## src/rtl/s16b_pkg.sv

```systemverilog
//**************************************
// Fixed 64 kB regions, mapper holds bases only
// Byte lane order everywhere is {upper, lower}
//**************************************
package s16b_pkg;

    typedef logic [23:1] addr_t;      // Word address, byte bit numbering
    typedef logic [15:0] word_t;
    typedef logic [7:0]  byte_t;
    typedef logic [2:0]  region_t;
    typedef logic [7:0]  active_t;    // One-hot region match
    typedef logic [17:0] rom_addr_t;  // {region, A16..A1}

    // Transaction class seen by the acknowledge sequencer
    typedef logic [1:0] acc_class_t;

    localparam acc_class_t CLS_IMM  = 2'd0;  // IO, mapper window, unmapped
    localparam acc_class_t CLS_FAST = 2'd1;  // Char, palette, object RAM
    localparam acc_class_t CLS_ROM  = 2'd2;
    localparam acc_class_t CLS_RAM  = 2'd3;  // Work RAM and VRAM share ram_ok

    // Mapper region numbers
    localparam region_t REG_ROM0 = 3'd0;
    localparam region_t REG_ROM1 = 3'd1;
    localparam region_t REG_ROM2 = 3'd2;
    localparam region_t REG_RAM  = 3'd3;
    localparam region_t REG_ORAM = 3'd4;
    localparam region_t REG_VRAM = 3'd5;
    localparam region_t REG_PAL  = 3'd6;
    localparam region_t REG_IO   = 3'd7;

    // Base byte (A23..A16) of each region after reset
    localparam byte_t MAP_RESET [0:7] = '{
        8'h00, 8'h01, 8'h02,                // ROM banks
        8'h10, 8'h11, 8'h12, 8'h13, 8'h14   // RAM, ORAM, VRAM, PAL, IO
    };

    // Open bus value
    localparam word_t UNMAPPED_DATA = 16'hFFFF;

endpackage

```

## src/rtl/s16b_mapper.sv

```systemverilog
//**************************************
// Base registers only, region size fixed at 64 kB
// Mapper window page shadows any region on the same page
//**************************************
module s16b_mapper
    import s16b_pkg::*;
#(
    parameter byte_t MAP_PAGE = 8'h3F   // A23..A16 of the register window
) (
    input  logic    clk,
    input  logic    rst,
    input  addr_t   addr,
    input  word_t   wdata,
    input  logic    map_wr,
    output active_t active,
    output logic    map_hit
);

    byte_t   base [0:7];
    active_t match;
    region_t sel;

    assign sel = addr[3:1];   // Register index inside the window

    // Base registers, written through the window
    always_ff @(posedge clk or posedge rst) begin
        if (rst) begin
            for (int i = 0; i < 8; i++) begin
                base[i] <= MAP_RESET[i];
            end
        end else if (map_wr) begin
            base[sel] <= wdata[7:0];   // Only the low byte is kept
        end
    end

    // Window decode
    assign map_hit = (addr[23:16] == MAP_PAGE);

    // Every region compares its base against the page
    always_comb begin
        for (int i = 0; i < 8; i++) begin
            match[i] = (addr[23:16] == base[i]);
        end
    end

    // Lowest matching index wins
    // Isolating the lowest set bit keeps the result one-hot
    always_comb begin
        if (map_hit) begin
            active = '0;
        end else begin
            active = match & (~match + 8'd1);
        end
    end

endmodule

```

## src/rtl/s16b_bus_ack.sv

```systemverilog
//**************************************
// One transaction at a time, WAIT_MAX must be 3 or more
//**************************************
module s16b_bus_ack
    import s16b_pkg::*;
#(
    parameter int WAIT_MAX = 32    // Cycles from accept to forced response
) (
    input  logic       clk,
    input  logic       rst,
    input  logic       start,
    input  acc_class_t acc_class,
    input  logic       rom_ok,
    input  logic       ram_ok,
    input  logic       rsp_ready,
    output logic       busy,
    output logic       finish,
    output logic       timeout,
    output logic       rsp_valid
);

    localparam int CW = $clog2(WAIT_MAX + 1);

    typedef enum logic [1:0] {
        ST_IDLE,
        ST_WAIT,
        ST_RESP
    } state_t;

    state_t        state;
    logic [CW-1:0] cnt;       // Cycles since the accept edge
    logic          done_ok;

    // Completion per class, cnt 0 is the decode cycle
    always_comb begin
        case (acc_class)
            CLS_IMM:  done_ok = (cnt == CW'(1));
            CLS_FAST: done_ok = (cnt == CW'(2));   // Data valid on 2nd cs cycle
            CLS_ROM:  done_ok = rom_ok && (cnt != '0);
            default:  done_ok = ram_ok && (cnt != '0);
        endcase
    end

    // Response lands on edge E0 + WAIT_MAX when nothing answers
    assign timeout = (state == ST_WAIT) && !done_ok && (cnt == CW'(WAIT_MAX - 1));
    assign finish  = (state == ST_WAIT) && (done_ok || timeout);

    always_ff @(posedge clk or posedge rst) begin
        if (rst) begin
            state <= ST_IDLE;
            cnt   <= '0;
        end else begin
            case (state)
                ST_IDLE: if (start) begin
                    state <= ST_WAIT;
                    cnt   <= '0;
                end
                ST_WAIT: begin
                    cnt <= cnt + CW'(1);
                    if (finish) state <= ST_RESP;
                end
                default: if (rsp_ready) state <= ST_IDLE;  // Held until taken
            endcase
        end
    end

    assign busy      = (state != ST_IDLE);
    assign rsp_valid = (state == ST_RESP);

endmodule

```

## src/rtl/s16b_io_regs.sv

```systemverilog
//**************************************
// Strobes come from registered chip selects
// cab_dout is FF unless io_rd is high
//**************************************
module s16b_io_regs
    import s16b_pkg::*;
(
    input  logic       clk,
    input  logic       rst,
    input  addr_t      addr,
    input  word_t      wdata,
    input  logic       lower_we,
    input  logic       io_wr,
    input  logic       io_rd,
    input  logic       tbank_wr,
    input  byte_t      joystick1,
    input  byte_t      joystick2,
    input  logic [1:0] start_button,
    input  logic [1:0] coin_input,
    input  logic       service,
    input  logic       dip_test,
    input  byte_t      dipsw_a,
    input  byte_t      dipsw_b,
    output byte_t      cab_dout,
    output logic       flip,
    output logic       video_en,
    output logic [5:0] tile_bank
);

    byte_t sort1;
    byte_t sort2;

    // Board wiring order of the joystick lines
    function automatic byte_t sort_joy(input byte_t joy);
        return {joy[1:0], joy[3:2], joy[7], joy[5:4], joy[6]};
    endfunction

    assign sort1 = sort_joy(joystick1);
    assign sort2 = sort_joy(joystick2);

    // Read side
    always_comb begin
        cab_dout = 8'hFF;
        if (io_rd) begin
            case (addr[13:12])
                2'd1: begin
                    case (addr[2:1])
                        2'd0: cab_dout = {2'b11, start_button, service, dip_test, coin_input};
                        2'd1: cab_dout = sort1;
                        2'd3: cab_dout = sort2;
                        default: cab_dout = 8'hFF;
                    endcase
                end
                2'd2: cab_dout = addr[1] ? dipsw_a : dipsw_b;
                default: cab_dout = 8'hFF;   // Video control reads open bus
            endcase
        end
    end

    // Video control, low byte only
    always_ff @(posedge clk or posedge rst) begin
        if (rst) begin
            flip     <= 1'b0;
            video_en <= 1'b1;
        end else if (io_wr && lower_we && addr[13:12] == 2'd0) begin
            flip     <= wdata[6];
            video_en <= wdata[5];
        end
    end

    // Tile bank halves
    always_ff @(posedge clk or posedge rst) begin
        if (rst) begin
            tile_bank <= '0;
        end else if (tbank_wr && lower_we) begin
            if (addr[1]) tile_bank[5:3] <= wdata[2:0];
            else         tile_bank[2:0] <= wdata[2:0];
        end
    end

endmodule

```

## src/rtl/s16b_main.sv

```systemverilog
//**************************************
// Request fields are sampled once at accept
// Chip selects stay high until the response edge
//**************************************
module s16b_main
    import s16b_pkg::*;
#(
    parameter int    WAIT_MAX = 32,
    parameter byte_t MAP_PAGE = 8'h3F
) (
    input  logic       clk,
    input  logic       rst,
    // Request port
    input  logic       req_valid,
    output logic       req_ready,
    input  addr_t      req_addr,
    input  logic       req_we,
    input  logic [1:0] req_be,
    input  word_t      req_wdata,
    // Response port
    output logic       rsp_valid,
    input  logic       rsp_ready,
    output word_t      rsp_rdata,
    output logic       rsp_err,
    // ROM
    output logic       rom_cs,
    output rom_addr_t  rom_addr,
    input  word_t      rom_data,
    input  logic       rom_ok,
    // Work RAM and VRAM
    output logic       ram_cs,
    output logic       vram_cs,
    input  word_t      ram_data,
    input  logic       ram_ok,
    output addr_t      mem_addr,
    output word_t      mem_wdata,
    output logic [1:0] mem_be_n,
    output logic       mem_we,
    // Fast video memories
    output logic       char_cs,
    output logic       pal_cs,
    output logic       objram_cs,
    input  word_t      char_dout,
    input  word_t      pal_dout,
    input  word_t      obj_dout,
    // Cabinet
    input  byte_t      joystick1,
    input  byte_t      joystick2,
    input  logic [1:0] start_button,
    input  logic [1:0] coin_input,
    input  logic       service,
    input  logic       dip_test,
    input  byte_t      dipsw_a,
    input  byte_t      dipsw_b,
    output logic       flip,
    output logic       video_en,
    output logic [5:0] tile_bank
);

    addr_t      lat_addr;
    logic       lat_we;
    logic [1:0] lat_be;
    word_t      lat_wdata;
    logic       accept, dec_pend, busy, finish, timeout;
    logic       io_cs, map_cs, tbank_cs, rom_hit;
    active_t    active;
    logic       map_hit;
    acc_class_t acc_class;
    logic [1:0] rom_idx;
    byte_t      cab_dout;

    assign req_ready = !busy;
    assign accept    = req_valid && req_ready;

    always_ff @(posedge clk) begin
        if (accept) begin
            lat_addr  <= req_addr;
            lat_we    <= req_we;
            lat_be    <= req_be;
            lat_wdata <= req_wdata;
        end
    end

    assign rom_hit = |active[REG_ROM2:REG_ROM0];

    // Class follows the same decode as the chip selects
    always_comb begin
        if (rom_hit && !lat_we)
            acc_class = CLS_ROM;
        else if (active[REG_RAM] || (active[REG_VRAM] && !lat_addr[15]))
            acc_class = CLS_RAM;
        else if (active[REG_VRAM] || active[REG_PAL] || active[REG_ORAM])
            acc_class = CLS_FAST;
        else
            acc_class = CLS_IMM;
    end

    // Chip selects registered one cycle after accept
    always_ff @(posedge clk or posedge rst) begin
        if (rst) begin
            dec_pend  <= 1'b0;
            rom_cs    <= 1'b0;
            ram_cs    <= 1'b0;
            vram_cs   <= 1'b0;
            char_cs   <= 1'b0;
            pal_cs    <= 1'b0;
            objram_cs <= 1'b0;
            io_cs     <= 1'b0;
            map_cs    <= 1'b0;
            tbank_cs  <= 1'b0;
        end else begin
            dec_pend <= accept;
            if (dec_pend) begin
                rom_cs    <= rom_hit && !lat_we;
                ram_cs    <= active[REG_RAM];
                vram_cs   <= active[REG_VRAM] && !lat_addr[15];
                char_cs   <= active[REG_VRAM] && lat_addr[15];  // Text RAM in upper half
                pal_cs    <= active[REG_PAL];
                objram_cs <= active[REG_ORAM];
                io_cs     <= active[REG_IO];
                map_cs    <= map_hit;
                tbank_cs  <= active[REG_ROM2] && lat_we;
            end else if (finish) begin
                rom_cs    <= 1'b0;
                ram_cs    <= 1'b0;
                vram_cs   <= 1'b0;
                char_cs   <= 1'b0;
                pal_cs    <= 1'b0;
                objram_cs <= 1'b0;
                io_cs     <= 1'b0;
                map_cs    <= 1'b0;
                tbank_cs  <= 1'b0;
            end
        end
    end

    // Active is one-hot so the encoding is a plain OR
    assign rom_idx   = {active[REG_ROM2], active[REG_ROM1]};
    assign rom_addr  = {rom_idx, lat_addr[16:1]};
    assign mem_addr  = lat_addr;
    assign mem_wdata = lat_wdata;
    assign mem_be_n  = ~lat_be;
    assign mem_we    = lat_we && (ram_cs || vram_cs);

    // Read data, captured on the finish edge
    always_ff @(posedge clk) begin
        if (finish) begin
            rsp_err <= timeout;
            if (timeout || lat_we) rsp_rdata <= UNMAPPED_DATA;
            else if (rom_cs)               rsp_rdata <= rom_data;
            else if (ram_cs || vram_cs)    rsp_rdata <= ram_data;
            else if (char_cs)              rsp_rdata <= char_dout;
            else if (pal_cs)               rsp_rdata <= pal_dout;
            else if (objram_cs)            rsp_rdata <= obj_dout;
            else if (io_cs)                rsp_rdata <= {8'hFF, cab_dout};
            else                           rsp_rdata <= UNMAPPED_DATA;
        end
    end

    s16b_mapper #(.MAP_PAGE(MAP_PAGE)) u_mapper (
        .clk     (clk),
        .rst     (rst),
        .addr    (lat_addr),
        .wdata   (lat_wdata),
        .map_wr  (map_cs && lat_we),
        .active  (active),
        .map_hit (map_hit)
    );

    s16b_bus_ack #(.WAIT_MAX(WAIT_MAX)) u_bus_ack (
        .clk       (clk),
        .rst       (rst),
        .start     (accept),
        .acc_class (acc_class),
        .rom_ok    (rom_ok),
        .ram_ok    (ram_ok),
        .rsp_ready (rsp_ready),
        .busy      (busy),
        .finish    (finish),
        .timeout   (timeout),
        .rsp_valid (rsp_valid)
    );

    s16b_io_regs u_io_regs (
        .clk          (clk),
        .rst          (rst),
        .addr         (lat_addr),
        .wdata        (lat_wdata),
        .lower_we     (lat_be[0]),
        .io_wr        (io_cs && lat_we),
        .io_rd        (io_cs && !lat_we),
        .tbank_wr     (tbank_cs),
        .joystick1    (joystick1),
        .joystick2    (joystick2),
        .start_button (start_button),
        .coin_input   (coin_input),
        .service      (service),
        .dip_test     (dip_test),
        .dipsw_a      (dipsw_a),
        .dipsw_b      (dipsw_b),
        .cab_dout     (cab_dout),
        .flip         (flip),
        .video_en     (video_en),
        .tile_bank    (tile_bank)
    );

endmodule

```

## config.mk

```make
export PLATFORM = sky130hd
export DESIGN_NAME = s16b_main
export DESIGN_NICKNAME = d
export VERILOG_FILES = /design/src/rtl/s16b_pkg.sv /design/src/rtl/s16b_mapper.sv /design/src/rtl/s16b_bus_ack.sv /design/src/rtl/s16b_io_regs.sv /design/src/rtl/s16b_main.sv
export SDC_FILE = /design/constraint.sdc
export NUM_CORES = 1
export LEC_CHECK = 0
export ABC_AREA = 0
export ABC_CLOCK_PERIOD_IN_PS = 3200
export BUFFER_PORTS_ARGS = -buffer_cell sky130_fd_sc_hd__buf_2
export CORE_MARGIN = 2
export CORE_UTILIZATION = 52
export CTS_BUF_LIST = sky130_fd_sc_hd__clkbuf_4
export CTS_CLUSTER_SIZE = 24
export DETAILED_ROUTE_END_ITERATION = 12
export HOLD_SLACK_MARGIN = 0.06
export MAX_ROUTING_LAYER = met4
export PLACE_DENSITY = 0.83
export SLEW_MARGIN = 20
export SYNTH_ARGS = -nofsm -noshare
export SYNTH_HDL_FRONTEND = slang
export SYNTH_SLANG_ARGS = --single-unit
```

## constraint.sdc

```tcl
create_clock -name clk -period 3.2 [get_ports clk]
set_input_delay 0.16 -clock clk [delete_from_list [all_inputs] [get_ports clk]]
set_output_delay 0.16 -clock clk [all_outputs]
set_load 0.05 [all_outputs]
```

==> reports/qor.yml, run 1 <==
run_status:
  status: "finished, final reports clean"
setup_path:
  path_class: "register to register"
  start_kind: "register"
  r2r_start: "mem_addr[15]$_DFFE_PP_"
  slowest_delay_ns: 0.73
  end_kind: "register"
  crit_chain: "nand4_1 > nor4_1 > nor2_1 > o31ai_1 > mux2i_1 > or3_4 > a21oi_4 > o211ai_1"
  rrSetupSlack_ns: 0.15
  cp.arrival_ns: 3.32
  rr_endpoint: "rsp_rdata[12]$_SDFFCE_PP1P_"
  critPathRequiredTime_ns: 3.47
  ff2ff_path_depth: 8
  critPathBufInv: 0
  crit_slowest_cell: "edfxtp_1"
  worst-path-max-fanout: 16
  cp_top_family: "simple AND/OR/NAND/NOR gates"
logic_synthesis:
  synthAdderAreaFrac: 0.00839
  syn-cell-area_mm2: 0.00745
  synth-compound-area-share: 0.0984
  synth_area_leaders: "dfrtp_1, edfxtp_1, mux2_2, xnor2_1, dfstp_2"
  syn_nets: 788
  synthArstFlopShare: 0.604
  syn_avg_cell_area_um2: 12.1
  synth_top_flop_cell: "dfrtp_1"
  synth_top_cell_by_area: "dfrtp_1"
  synthXorXnorAreaFrac: 0.0775
  synthSimpleGateAreaFrac: 0.0932
  ys_seq_elements: 149
  ys_seq_area_frac: 0.542
  synth_cell_types: 50
  ys_warn_count: 0
  syn_inst: 617
  synth_top_family_by_area: "multiplexers"
  synth_top_area_frac: 0.258
  synth-edff-count: 59
  synthMuxAreaShare: 0.133
cells_and_area:
  final_core_util: 0.718
  nets: 1111
  nFillCells: 967
  syn_to_final_growth_pct: 34.1
  drive_gt1_frac: 0.433
  n_antenna_cell: 0
worst_hold_path:
  hold_depth: 3
  hold_path_end: "rsp_rdata[6]$_SDFFCE_PP1P_"
  hold_path_class: "primary input to register"
  min_from: "ram_data[6]"
routing:
  final_antenna_net_count: 0
  wirelength_um: 22400
  via_per_inst: 5.53
  drcViolationCount: 0
  wl_per_cell_um: 19.8
  drt-pass1-iter-count: 5
  vias: 6264
  drtIter0Drc: 366
global_routing:
  grt_pass1_wl_um: 32600
  grt_max_degree: 56
  overflow: 0
  grt_pass1_vias: 6126
  antenna_found_initial: 0
  grtUsageTotal: 0.300
floorplanning:
  core_area_mm2: 0.0139
  start_util: 0.535
  die_w_um: 124
  rows: 43
  dieArea_mm2: 0.0153
  ios: 259
  fp.dieH_um: 124
cts:
  h-tree-depth: 4
  cts_tree: "built"
  clk_path_buf_depth: 2
  cts_num_sinks: 149
  cts.clk_slew.worst_paths_ns: 0.12
  cts_buffers: 17
  insertion_delay_ns: 0.56
  cts_root_buf: "clkbuf_4"
timing:
  worst_clock_skew_ns: 0.0136
  setup_viol: 0
  slew_headroom: 0.345
  holdWs_ns: 0.129
  finalSetupTns_ns: 0
  max_freq_mhz: 328
  min_period_ns: 3.05
  final.period_utilization: 0.952
  tightest_slew_ns: 0.983
  finalMaxSlewViolations: 0
  hold_viol_final: 0
  rsz0062_at_grt: "no"
power:
  finalPower_w: 0.00662
  p_leak_nw: 4.25
  irDropWorstVdd_v: 0.000454
  p_per_area_mw_per_mm2: 662
flow_run:
  maxCapViolCount: 0
place:
  io_buffer_count: 258
  dp_hpwl_um: 15000
  globalplace.congestion: 0.928
==> final cells by class <==
cell class | instances | area, µm² | area share
Clock buffer | 17 | 128 | 0.0128
Multi-Input combinational cell | 401 | 3070 | 0.307
Clock inverter | 15 | 259 | 0.0259
Inverter | 18 | 68.8 | 0.00688
Sequential cell | 149 | 4040 | 0.404
Timing Repair Buffer | 353 | 2210 | 0.221
Tap cell | 180 | 225 | 0.0225
==> power by group <==
part	total, W	switching, W	leakage (nW)	internal [W]
logic	0.00226	0.00145	2.40	0.000810
clock network	0.00153	0.000682	0.194	0.000847
registers	0.00283	0.000399	1.66	0.00244
==> worst reg2reg max path, cell delays in order (launching register included) <==
cell and delay (ns):
edfxtp_1 0.73, nand4_1 0.20, nor4_1 0.46, nor2_1 0.08, o31ai_1 0.14, mux2i_1 0.17
or3_4 0.40, a21oi_4 0.42, o211ai_1 0.17
==> cells in the final DEF (no fill, tap or decap), drive strengths merged, types with 2 or more instances in the layout <==
master	synthesis	layout
edfxtp	59	59
xnor2	58	58
dfrtp	77	77
a221oi	8	8
nand4	19	19
or4	2	2
buf	32	277
o211ai	25	25
nor3	16	16
mux2i	9	9
inv	17	16
ha	5	5
nand2	48	48
nor4	7	7
o311ai	9	9
dlygate4sd3	0	76
mux2	80	80
o31ai	3	3
clkbuf	17	17
xor2	8	8
nand2b	2	2
bufinv	0	7
o21ai	30	30
clkinvlp	0	2
a31oi	2	2
nand3b	2	2
nand3	12	12
or3	4	4
nor2b	4	4
nor2	15	15
o22ai	18	18
clkinv	1	8
dfstp	13	13
a21oi	7	7
==> Yosys cell counts, drive strengths merged, types with 12 or more instances <==
| cell | n |
|---|---|
| o211ai | 25 |
| o22ai | 18 |
| o21ai | 30 |
| inv | 17 |
| nor3 | 16 |
| mux2 | 80 |
| xnor2 | 58 |
| nand2 | 48 |
| nand4 | 19 |
| nor2 | 15 |
| dfrtp | 77 |
| dfstp | 13 |
| buf | 32 |
| nand3 | 12 |
| edfxtp | 59 |
| clkbuf | 17 |
==> worst max path at each step <==
stage	start	end	cells past startpoint
after floorplan	mem_addr[15]$_DFFE_PP_	tbank_cs$_DFFE_PP0P_	7
after global placement	mem_addr[15]$_DFFE_PP_	rsp_rdata[12]$_SDFFCE_PP1P_	8
after detailed placement	mem_addr[15]$_DFFE_PP_	rsp_rdata[10]$_SDFFCE_PP1P_	8
after CTS	mem_addr[22]$_DFFE_PP_	rsp_rdata[10]$_SDFFCE_PP1P_	8
after global routing	mem_addr[15]$_DFFE_PP_	rsp_rdata[10]$_SDFFCE_PP1P_	8
final	mem_addr[15]$_DFFE_PP_	rsp_rdata[12]$_SDFFCE_PP1P_	8
==> cell families after synthesis <==
kind of cell | after synthesis
simple gates | 136
mux | 89
fa+ha+maj | 5
xor+xnor | 66
buf+inv | 67
compound gates | 105
flops | 149
==> flip-flops by register name, summed over array words and instances (netlist names), 2 cells and up <==
signal and cells:
mem_addr 23, rsp_rdata 16, lat_be 2, u_bus_ack.state 2, u_mapper.base 64, mem_wdata 16
u_bus_ack.cnt 6, u_io_regs.tile_bank 6
==> metrics by stage <==
| step | setup WS [ns] | instances | area [µm²] |
|---|---|---|---|
| floorplan | 0.0452 | 617 | 7460 |
| global placement | 0.371 | 1025 | 8850 |
| detailed placement | 0.243 | 1025 | 8850 |
| CTS | 0.232 | 1133 | 10000 |
| global route | 0.00340 | 1133 | 10000 |
| finish | 0.152 | 1133 | 10000 |
==> layer usage <==
layer  GRT usage  routed length (µm)
met5           -                   0
met2       0.500               11100
met1       0.340                8610
met3      0.0696                1680
met4       0.148                1010
==> what timing repair did <==
item | 4_1_cts | 5_1_grt
buffers inserted | 0 | 0
hold endpoints to repair | 107 | 0
hold buffers | 76 | 0
gates resized for setup | 0 | 0
No activity file was read; power rests on OpenSTA's default activity.
==> inputs of run 2 (changes only) <==
Settings changed: ABC_CLOCK_PERIOD_IN_PS 3200 to 3700, CORE_UTILIZATION 52 to 55, PLACE_DENSITY 0.83 to 0.87.
Clock period 3.2 ns to 3.7 ns, I/O delays scaled along.
==> run 2 against run 1 <==
Against the previous run: largest power group unchanged; die area fell by 5.3%; via count up 3.4%; clock skew grew 0.0097 ns; largest cell class unchanged.
==> reports/qor.yml, run 2 (synthesis results as in run 1) <==
routing:
  drcViolationCount: 0  # unchanged
  m1WireLength_um: 8350  # -3.0%
  via_per_inst: 5.62  # +1.6%
  drtIter0Drc: 451  # +23%
  final_antenna_net_count: 0  # unchanged
  route.met2.wl_um: 12200  # +9.6%
  top_layer: "met4"
  wirelength_um: 23200  # +3.4%
  drt-pass1-iter-count: 5  # unchanged
  wl_per_cell_um: 20.1  # +1.6%
  vias: 6476  # +3.4%
  wl_met3_um: 1470  # -13%
cts:
  h-tree-depth: 4  # unchanged
  cts_resized: 0  # unchanged
  cts_buffers: 17  # unchanged
  cts_tree: "built"
  cts_root_buf: "clkbuf_4"
  cts_num_sinks: 149  # unchanged
  cts.clk_slew.worst_paths_ns: 0.12  # about the same
  clk_path_buf_depth: 2  # unchanged
  insertion_delay_ns: 0.58  # +0.02 ns
timing:
  fin_ws_ns: 0.137  # -0.0150 ns
  min_period_ns: 3.56  # +0.515 ns
  setup_viol: 0  # unchanged
  tightest_slew_ns: 1.01  # +0.0300 ns
  hold_viol_final: 0  # unchanged
  final.period_utilization: 0.963  # +0.0105
  holdWs_ns: 0.219  # +0.0896 ns
  max_freq_mhz: 281  # -14%
  worst_clock_skew_ns: 0.0233  # +0.00972 ns
  slew_headroom: 0.325  # -0.0200
  finalMaxSlewViolations: 0  # unchanged
cells_and_area:
  drive_gt1_frac: 0.448  # +0.0148
  final_common_cell: "buf_2"
  nFillCells: 852  # -12%
  final_cell_mix: "buf_2, mux2_2, dfrtp_1, dlygate4sd3_1, edfxtp_1"
  final_cell_area_mm2: 0.0101  # +0.94%
  syn_to_final_growth_pct: 35.4
  top_register: "u_mapper.base"
  largest_reg_flops: 64  # unchanged
  nets: 1133  # +2.0%
  final_core_util: 0.762  # +0.0446
setup_path:
  cp.arrival_ns: 3.89  # +0.57 ns
  start_kind: "register"
  critPathRequiredTime_ns: 4.02  # +0.55 ns
  path_class: "register to register"
  end_kind: "register"
  worst-path-max-fanout: 10  # -6
place:
  preCtsSetupSlack_ns: 0.672  # +0.429 ns
  dp_hpwl_um: 14900  # -0.89%
  io_buffer_count: 258  # unchanged
  dpl-instance-area_mm2: 0.00876  # -1.1%
  globalplace.congestion: 0.949  # +2.2%
power:
  finalPower_w: 0.00559  # -16%
  p_leak_nw: 4.28  # +0.64%
  irDropWorstVdd_v: 0.000426  # -6.3%
  p_per_area_mw_per_mm2: 553  # -16%
floorplanning:
  ios: 259  # unchanged
  fp.dieH_um: 120  # -2.7%
  rows: 42  # -2.3%
  core_area_mm2: 0.0132  # -5.0%
  die_w_um: 120  # -2.7%
  start_util: 0.563  # +0.0280
  dieArea_mm2: 0.0145  # -5.3%
global_routing:
  grt_pass1_vias: 6321  # +3.2%
  grtUsageTotal: 0.317  # +0.0175
  grt_pass1_wl_um: 33500  # +2.8%
  grt_max_degree: 59  # +5.4%
  overflow: 0  # unchanged
  antenna_found_initial: 2  # +2
worst_hold_path:
  hold_path_class: "primary input to register"
flow_run:
  maxCapViolCount: 0  # unchanged
run_status:
  status: "finished, final reports clean"
run 2: cell types whose count changed in the layout (fill, tap and decap cells not counted), sizes merged:
cell / previous run / this run
clkinvlp: 2 / 4
inv: 16 / 19
buf: 277 / 298
clkbuf: 17 / 18
diode: 0 / 2
dlygate4sd3: 76 / 77
clkinv: 8 / 6
bufinv: 7 / 3
run 2: path summary, 6_finish.rpt:
kind	cells after the start	endpoint	slack, ns	start
worst min register to register	1	u_io_regs.tile_bank[0]$_DFFE_PP0P_	0.52	u_io_regs.tile_bank[0]$_DFFE_PP0P_
worst max-delay path	10	rsp_rdata[1]$_SDFFCE_PP1P_	0.14	mem_addr[19]$_DFFE_PP_
min in group asynchronous	3	u_mapper.base[5]$_DFFE_PP0P_	0.27	rst
worst max register to register	10	rsp_rdata[1]$_SDFFCE_PP1P_	0.14	mem_addr[19]$_DFFE_PP_
max in group asynchronous	4	u_io_regs.video_en$_DFFE_PP1P_	2.45	rst
worst min-delay path	4	rsp_err$_DFFE_PP_	0.22	rom_ok
run 2: through the flow:
step,setup TNS [ns],cells
3_3_place_gp,0,1012
2_1_floorplan,0,617
3_5_place_dp,0,1012
5_1_grt,-0.0644,1153
4_1_cts,0,1121
6_report,0,1153
run 2: what timing repair did:
action,CTS,global route
hold endpoints to repair,111,0
endpoints found under the setup margin,0,16
hold buffers,77,0
setup buffers,0,29
run 2: critical path, cell delays in order (launching register included):
cell,delay (ns)
edfxtp_1,0.66
xnor2_1,0.26
nand4_1,0.16
nor2_1,0.29
or3_1,0.21
o311ai_2,0.15
or3_4,0.46
a21oi_4,0.23
buf_4,0.19
o211ai_1,0.09
dlygate4sd3_1,0.62
run 2: where the power goes:
part	switching (W)	internal, W	total, W
sequential	0.000338	0.00211	0.00245
clock	0.000621	0.000481	0.00110
combinational	0.00129	0.000748	0.00204
run 2: final cells by class:
cell class                      count  area, µm²  area share
Sequential cell                   149       4040       0.400
Multi-Input combinational cell    401       3060       0.303
Timing Repair Buffer              375       2380       0.236
Tap cell                          176        220      0.0218
Clock inverter                     14        178      0.0176
Clock buffer                       18        135      0.0134
Inverter                           18       70.1     0.00694
Antenna cell                        2       5.00    0.000496
run 2: routing by layer:
metal / global-route usage / up-vias
li1: - / 2953
met1: 0.336 / 3112
met2: 0.559 / 327
met3: 0.0646 / 84
met4: 0.166 / 0
met5: - / -
